**src/control_settings.svh**
```systemverilog
`ifndef CONTROL_SETTINGS_SVH
`define CONTROL_SETTINGS_SVH

// Instruction word as held in the instruction register
`define INSTR_WIDTH 32

// Opcode field, bits 6:0
`define OPCODE_WIDTH 7

// funct3 field, bits 14:12
`define FUNCT3_WIDTH 3

// funct7 field, bits 31:25
`define FUNCT7_WIDTH 7

// Nineteen states need five bits
`define STATE_WIDTH 5

// Fifteen instruction classes
`define CLASS_WIDTH 4

`endif

```
**src/controlPkg.sv**
```systemverilog
`include "control_settings.svh"

package controlPkg;

        typedef enum logic [`OPCODE_WIDTH-1:0] {
                opRegister  = 7'b0110011, // add, sub, and, slt
                opImmediate = 7'b0010011, // addi, slti
                opLoad      = 7'b0000011, // ld only
                opStore     = 7'b0100011, // sd only
                opBranch    = 7'b1100011, // beq, bne, blt, bge
                opJalr      = 7'b1100111,
                opLui       = 7'b0110111,
                opJal       = 7'b1101111,
                opSystem    = 7'b1110011  // ebreak
        } opcodeT;

        typedef enum logic [`CLASS_WIDTH-1:0] {
                aluReg,
                setLessReg,
                addImm,
                setLessImm,
                loadDouble,
                storeDouble,
                branchEq,
                branchNe,
                branchLt,
                branchGe,
                loadUpper,
                jumpLink,
                jumpLinkReg,
                breakpoint,
                unsupported // Back to fetch, no writes
        } instrClassT;

        typedef enum logic [`STATE_WIDTH-1:0] {
                resetState,
                fetch,         // PC + 4
                saveInstr,     // Load IR
                decode,        // Load A and B
                aluExecute,
                compareSetup,  // slt, slti
                setResult,
                writeBack,
                memAddress,
                memRead,
                memCapture,    // Load MDR
                memWriteBack,
                memWrite,
                branchCompare,
                branchTaken,
                linkCapture,   // PC into ALUOut
                linkWrite,
                jumpTarget,
                halted         // ebreak, left only by reset
        } stateT;

        typedef enum logic [2:0] {add, sub, andOp, compare} aluFuncT;

        typedef enum logic [1:0] {srcAPc, srcARegA, srcAZero} aluSrcAT;

        typedef enum logic [2:0] {srcBRegB, srcBFour, srcBImm, srcBZero, srcBOne} aluSrcBT;

        typedef enum logic {memData, aluOut} memToRegT;

        typedef enum logic [2:0] {iType, sType, bType, uType, jType} immFormatT;

        typedef struct packed {
                instrClassT instrClass;
                aluFuncT    aluFunc;   // Used in aluExecute
                immFormatT  immFormat; // To the immediate generator
        } decodedInstrT;

        typedef struct packed {
                logic equal; // ALU operands equal
                logic less;  // Signed A < B
        } condFlagsT;

        typedef struct packed {
                logic     loadIr;
                logic     pcWrite;
                logic     regWrite;
                logic     loadRegA;
                logic     loadRegB;
                logic     loadMdr;
                logic     loadAluOut;
                logic     memWrite;
                aluSrcAT  aluSrcA;
                aluSrcBT  aluSrcB;
                aluFuncT  aluFunc;
                memToRegT memToReg;
        } controlWordT;

endpackage

```
**src/instrDecoder.sv**
```systemverilog
`timescale 1ns/1ps
`include "control_settings.svh"

module instrDecoder import controlPkg::*; (
        input  logic [`INSTR_WIDTH-1:0] instruction,
        output decodedInstrT            decoded
);

        opcodeT                   opcode;
        logic [`FUNCT3_WIDTH-1:0] funct3;
        logic [`FUNCT7_WIDTH-1:0] funct7;
        logic                     isEbreak;

        assign opcode   = opcodeT'(instruction[`OPCODE_WIDTH-1:0]);
        assign funct3   = instruction[14:12];
        assign funct7   = instruction[31:25];
        assign isEbreak = (instruction[31:20] == 12'd1) && (instruction[19:7] == '0); // imm 1

        always_comb begin
                decoded.instrClass = unsupported; // Anything unmatched
                decoded.aluFunc    = add;
                decoded.immFormat  = iType;
                case (opcode)
                        opRegister: begin
                                case ({funct7, funct3})
                                        10'b0000000_000: decoded.instrClass = aluReg;
                                        10'b0100000_000: begin
                                                decoded.instrClass = aluReg;
                                                decoded.aluFunc    = sub;
                                        end
                                        10'b0000000_111: begin
                                                decoded.instrClass = aluReg;
                                                decoded.aluFunc    = andOp;
                                        end
                                        10'b0000000_010: begin
                                                decoded.instrClass = setLessReg;
                                                decoded.aluFunc    = compare;
                                        end
                                        default: decoded.instrClass = unsupported;
                                endcase
                        end
                        opImmediate: begin
                                if (funct3 == 3'b000) begin
                                        decoded.instrClass = addImm;
                                end else if (funct3 == 3'b010) begin
                                        decoded.instrClass = setLessImm;
                                        decoded.aluFunc    = compare;
                                end
                        end
                        opLoad: begin
                                if (funct3 == 3'b011) decoded.instrClass = loadDouble; // ld
                        end
                        opStore: begin
                                decoded.immFormat = sType;
                                if (funct3 == 3'b011) decoded.instrClass = storeDouble; // sd
                        end
                        opBranch: begin
                                decoded.immFormat = bType;
                                case (funct3)
                                        3'b000:  decoded.instrClass = branchEq;
                                        3'b001:  decoded.instrClass = branchNe;
                                        3'b100:  decoded.instrClass = branchLt;
                                        3'b101:  decoded.instrClass = branchGe;
                                        default: decoded.instrClass = unsupported;
                                endcase
                        end
                        opJalr: begin
                                if (funct3 == 3'b000) decoded.instrClass = jumpLinkReg;
                        end
                        opLui: begin
                                decoded.instrClass = loadUpper; // Zero plus immediate
                                decoded.immFormat  = uType;
                        end
                        opJal: begin
                                decoded.instrClass = jumpLink;
                                decoded.immFormat  = jType;
                        end
                        opSystem: begin
                                if (isEbreak) decoded.instrClass = breakpoint; // ecall not kept
                        end
                        default: decoded.instrClass = unsupported;
                endcase
        end

endmodule

```
**src/controlSequencer.sv**
```systemverilog
`timescale 1ns/1ps

module controlSequencer import controlPkg::*; (
        input  logic         clock,
        input  logic         reset,
        input  decodedInstrT decoded,
        input  condFlagsT    flags,
        output stateT        state
);

        stateT nextState;
        logic  takeBranch;

        // Branch condition, only looked at in branchCompare
        always_comb begin
                case (decoded.instrClass)
                        branchEq: takeBranch = flags.equal;
                        branchNe: takeBranch = !flags.equal;
                        branchLt: takeBranch = flags.less;
                        branchGe: takeBranch = !flags.less; // Not less means >=
                        default:  takeBranch = 1'b0;
                endcase
        end

        always_ff @(posedge clock, posedge reset) begin
                if (reset) begin
                        state <= resetState;
                end else begin
                        state <= nextState;
                end
        end

        always_comb begin
                nextState = fetch; // Most paths end here
                case (state)
                        resetState: nextState = fetch;
                        fetch:      nextState = saveInstr;
                        saveInstr:  nextState = decode;
                        decode: begin
                                case (decoded.instrClass)
                                        aluReg, addImm, loadUpper:
                                                nextState = aluExecute;
                                        setLessReg, setLessImm:
                                                nextState = compareSetup;
                                        loadDouble, storeDouble:
                                                nextState = memAddress;
                                        branchEq, branchNe, branchLt, branchGe:
                                                nextState = branchCompare;
                                        jumpLink, jumpLinkReg:
                                                nextState = linkCapture;
                                        breakpoint:
                                                nextState = halted;
                                        default:
                                                nextState = fetch; // Unsupported, no write
                                endcase
                        end
                        aluExecute:   nextState = writeBack;
                        compareSetup: nextState = setResult;
                        setResult:    nextState = writeBack;
                        writeBack:    nextState = fetch;
                        memAddress: begin
                                if (decoded.instrClass == loadDouble) begin
                                        nextState = memRead;
                                end else begin
                                        nextState = memWrite; // sd
                                end
                        end
                        memRead:      nextState = memCapture;
                        memCapture:   nextState = memWriteBack;
                        memWriteBack: nextState = fetch;
                        memWrite:     nextState = fetch;
                        branchCompare: begin
                                if (takeBranch) begin
                                        nextState = branchTaken;
                                end else begin
                                        nextState = fetch; // Fall through
                                end
                        end
                        branchTaken:  nextState = fetch;
                        linkCapture:  nextState = linkWrite;
                        linkWrite:    nextState = jumpTarget;
                        jumpTarget:   nextState = fetch;
                        halted:       nextState = halted; // Until reset
                        default:      nextState = fetch;
                endcase
        end

endmodule

```
**src/controlWordGen.sv**
```systemverilog
`timescale 1ns/1ps

module controlWordGen import controlPkg::*; (
        input  stateT        state,
        input  decodedInstrT decoded,
        input  condFlagsT    flags,
        output controlWordT  control
);

        always_comb begin
                control          = '0;       // No loads, no writes
                control.aluSrcA  = srcAZero;
                control.aluSrcB  = srcBZero;
                control.aluFunc  = add;
                control.memToReg = memData;
                case (state)
                        fetch: begin
                                control.pcWrite = 1'b1; // PC + 4
                                control.aluSrcA = srcAPc;
                                control.aluSrcB = srcBFour;
                        end
                        saveInstr: control.loadIr = 1'b1;
                        decode: begin
                                control.loadRegA = 1'b1; // rs1
                                control.loadRegB = 1'b1; // rs2
                        end
                        aluExecute: begin
                                control.loadAluOut = 1'b1;
                                control.aluFunc    = decoded.aluFunc;
                                case (decoded.instrClass)
                                        addImm: begin
                                                control.aluSrcA = srcARegA;
                                                control.aluSrcB = srcBImm;
                                        end
                                        loadUpper: control.aluSrcB = srcBImm; // Zero plus imm
                                        default: begin
                                                control.aluSrcA = srcARegA;
                                                control.aluSrcB = srcBRegB;
                                        end
                                endcase
                        end
                        compareSetup: begin
                                control.aluFunc = compare;
                                control.aluSrcA = srcARegA;
                                if (decoded.instrClass == setLessImm) begin
                                        control.aluSrcB = srcBImm;
                                end else begin
                                        control.aluSrcB = srcBRegB;
                                end
                        end
                        setResult: begin
                                control.loadAluOut = 1'b1; // Zero plus one or zero
                                if (flags.less) control.aluSrcB = srcBOne;
                        end
                        writeBack, linkWrite: begin
                                control.regWrite = 1'b1;
                                control.memToReg = aluOut;
                        end
                        memAddress: begin
                                control.loadAluOut = 1'b1; // rs1 + offset
                                control.aluSrcA    = srcARegA;
                                control.aluSrcB    = srcBImm;
                        end
                        memCapture:   control.loadMdr  = 1'b1;
                        memWriteBack: control.regWrite = 1'b1; // MDR to rd
                        memWrite:     control.memWrite = 1'b1; // B at ALUOut
                        branchCompare: begin
                                control.aluFunc = compare;
                                control.aluSrcA = srcARegA;
                                control.aluSrcB = srcBRegB;
                        end
                        branchTaken: begin
                                control.pcWrite = 1'b1;
                                control.aluSrcA = srcAPc;
                                control.aluSrcB = srcBImm;
                        end
                        linkCapture: begin
                                control.loadAluOut = 1'b1; // Return address
                                control.aluSrcA    = srcAPc;
                        end
                        jumpTarget: begin
                                control.pcWrite = 1'b1;
                                control.aluSrcB = srcBImm;
                                if (decoded.instrClass == jumpLinkReg) begin
                                        control.aluSrcA = srcARegA;
                                end else begin
                                        control.aluSrcA = srcAPc;
                                end
                        end
                        default: control.pcWrite = 1'b0; // resetState, memRead, halted
                endcase
        end

endmodule

```
**src/multicycleControl.sv**
```systemverilog
`timescale 1ns/1ps
`include "control_settings.svh"

module multicycleControl import controlPkg::*; (
        input  logic                    clock,
        input  logic                    reset,
        input  logic [`INSTR_WIDTH-1:0] instruction, // IR output
        input  condFlagsT               flags,
        output controlWordT             control,
        output immFormatT               immFormat
);

        decodedInstrT decoded;
        stateT        state;

        assign immFormat = decoded.immFormat; // To immediate generator

        instrDecoder u_decoder (
                .instruction (instruction),
                .decoded     (decoded)
        );

        controlSequencer u_sequencer (
                .clock   (clock),
                .reset   (reset),
                .decoded (decoded),
                .flags   (flags),
                .state   (state)
        );

        controlWordGen u_wordGen (
                .state   (state),
                .decoded (decoded),
                .flags   (flags),
                .control (control)
        );

endmodule

```
**config.mk**
```make
export PLATFORM = sky130hd
export DESIGN_NAME = multicycleControl
export DESIGN_NICKNAME = d
export VERILOG_FILES = /design/src/controlPkg.sv /design/src/instrDecoder.sv /design/src/controlSequencer.sv /design/src/controlWordGen.sv /design/src/multicycleControl.sv
export VERILOG_INCLUDE_DIRS = /design/src /design/src/src
export SDC_FILE = /design/constraint.sdc
export NUM_CORES = 1
export LEC_CHECK = 0
export BUFFER_PORTS_ARGS = -buffer_cell sky130_fd_sc_hd__buf_2
export CORE_ASPECT_RATIO = 0.75
export CORE_MARGIN = 5
export CORE_UTILIZATION = 50
export CTS_CLUSTER_SIZE = 28
export DETAILED_ROUTE_END_ITERATION = 10
export GPL_TIMING_DRIVEN = 0
export PLACE_DENSITY = 0.88
export SETUP_SLACK_MARGIN = 0.2
export SYNTH_ARGS = -nofsm -noshare
export SYNTH_HDL_FRONTEND = slang
export SYNTH_SLANG_ARGS = --single-unit
```
**constraint.sdc**
```tcl
create_clock -name clock -period 6.9 [get_ports clock]
set_clock_uncertainty 0.2 [all_clocks]
set_input_delay 1.035 -clock clock [delete_from_list [all_inputs] [get_ports clock]]
set_output_delay 1.035 -clock clock [all_outputs]
set_load 0.03 [all_outputs]
```
==> qor.txt <==
Register area share after synthesis: 0.09166
Largest vdd supply drop: 130.1 uV
Worst path required time: 5660 ps
WL final: 4382 microns
Mean routed wirelength per cell: 14.23 microns
Fin crit period: 4485 ps
Clock Tree Buf Depth: 2
Max Slew Vio Count: 0
Main synth FF type: dfrtp_1
Number of flip-flops in the largest register: 5
Final Hold Fails: 0
Crit share post-route: 0.6501
# diodes: 0
CTS tree: yes
Core Box Area: 2623 sq um
Number of synthesized flops with an enable pin: 0
Startpoint Class: input port
First-pass DRT Iterations: 6
Global placer's final weighted congestion: 0.9223
Clk sinks: 5
GRT overflow: 0
Largest registers: u_sequencer.state: 5 flops
Post-Synthesis Cells: 215
Least-Margin Pin Slew: 750.0 ps
Syn. warnings: 0
Area growth syn-to-layout: 26.03%
Clock root buffer: clkbuf_8
Antenna violations before repair: 0
Final Cell Area: 1720 sq um
Leading cell type in the layout, fill and taps excluded: buf_2
MaxCap Viol Count: 0
# IOs: 56
Total number of vias: 1869
H-tree levels: 1
# Post-CTS Setup Buffers: 0
Hold-fix buffer count after cts: 0
All-Layer GR Usage: 0.2136
Fraction of layout cells with a size suffix above 1: 0.2721
Worst-path maximum fanout: 4
Pin count of the biggest net entering global routing: 11
Critical path class: in2out
# resized after CTS: 0
Vias per cell: 6.068
Core Rows: 16
Crit path DAT: 3250 ps
WHS: 503.8 ps
Relative slew slack: 0.4954
First-pass GRT wire length: 7065 microns
Number of unique standard cell types used by synthesis: 61
CTS buffer count: 3
Dpl ws: 2474 ps
Status: finished clean
Drt initial violations: 249
Initial core utilization: 0.5205
Synth Register Bits: 5
Most frequent cells in the layout: buf_2 (57), nor2_1 (23), nand2_1 (21), o21ai_0 (17), nand3_1 (13)
Pwr/cell area: 220.3 nW/um^2
Die area: 3886 sq um
Leakage: 0.0007502 uW
Clock Latency Late Sink: 220 ps
Die height: 55.25 microns
RSZ-0062 raised after global routing: no
Syn_area_per_cell: 6.349 sq um
Fillers: 256
DP Wirelength: 3562 microns
Max Freq: 0.2229 GHz
FFs w/ async S/R, synth: 1.000
Setup ws final: 2415 ps
Crit. End Element: primary output
Final setup viols: 0
TNS Setup: 0 ps
HP Class: in2async
Worst-path clk slew: 30 ps
Net Count, Synth: 251
Tot Pwr: 379.1 uW
Top reg by flops: u_sequencer.state
Post-Syn Area: 1365 sq um
Chip width: 70.34 microns
Port-buffer cells: 53
Vias in the first global route: 1631
# DRC: 0
Final ANT Viol Nets: 0
Nets: 309
Post-DP Area: 1675 sq um
report_power, final:
group	internal [uW]	switching, uW	total, uW
Sequential	37.5	5.33	42.8
Clock	39.6	13.2	52.8
Combinational	102	182	283
Total	179	200	379
logic make-up (layout without fill, tap and decap cells):
kind of cell / count (synthesis) / after routing / share of synthesized area
xor+xnor: 3 / 3 / 0.01925
mux: 2 / 2 / 0.01467
buf+inv: 24 / 81 / 0.09166
other cells: 1 / 1 / 0.002747
compound gates: 60 / 60 / 0.2933
simple gates: 120 / 120 / 0.4867
flops: 5 / 5 / 0.09166
cell usage after synthesis, types with 3 or more instances:
library cell | instances | area share
nand2_1 | 21 | 0.058
nor4_1 | 6 | 0.028
nand2b_1 | 6 | 0.028
inv_1 | 7 | 0.019
nor2b_1 | 4 | 0.018
dfrtp_1 | 5 | 0.092
nand4_1 | 6 | 0.028
buf_2 | 4 | 0.015
and2_1 | 6 | 0.028
or2_2 | 3 | 0.014
nor3_1 | 8 | 0.029
nor2_1 | 23 | 0.063
nand3b_1 | 3 | 0.016
and3b_1 | 4 | 0.026
o21ai_0 | 17 | 0.062
buf_6 | 3 | 0.025
and3_1 | 4 | 0.018
a21oi_1 | 11 | 0.040
nand3_1 | 13 | 0.048
clkbuf_1 | 6 | 0.016
through the flow:
| stage | utilization | std cells |
|---|---|---|
| global placement | 0.6388 | 304 |
| floorplan | - | 215 |
| detailed placement | 0.6388 | 304 |
| global route | 0.6560 | 308 |
| finish | 0.6560 | 308 |
| CTS | 0.6560 | 308 |
critical path: stages:
cell and delay, ps:
buf_2 100, nor4_1 600, nand2_1 220, a211o_1 320
nand3_1 80, and3_1 220, nand2_1 90, o41ai_1 240
a31o_2 160, buf_2 190
final cells by class:
class                   instances  area [sq um]  area share
clock buffers                   4         45.04     0.02618
plain buffers                  17         98.84     0.05745
multi-input cells             186          1115      0.6480
inverters                       7         26.28     0.01527
repair buffers                 53         265.3      0.1542
flip-flops and latches          5         125.1     0.07273
well taps                      36         45.04     0.02618
worst paths after layout:
kind / cells after the start / to / slack (ps) / from
max in group asynchronous: 2 / u_sequencer.state[4] / 5830 / reset
min reg2reg: 3 / u_sequencer.state[0] / 510 / u_sequencer.state[2]
max: 10 / control[5] / 2410 / instruction[25]
max reg2reg: 8 / u_sequencer.state[0] / 4850 / u_sequencer.state[2]
min: 2 / u_sequencer.state[0] / 500 / reset
min in group clock: 3 / u_sequencer.state[0] / 510 / u_sequencer.state[2]
routing by layer:
metal  GRT usage  share of wire  up-vias
met3     0.05435           0.11        0
met5           0              0        -
li1            -              -      914
met4     0.03279              0        0
met1      0.2852           0.45      853
met2      0.3520           0.45      102
No activity file was read; power rests on OpenSTA's default activity.
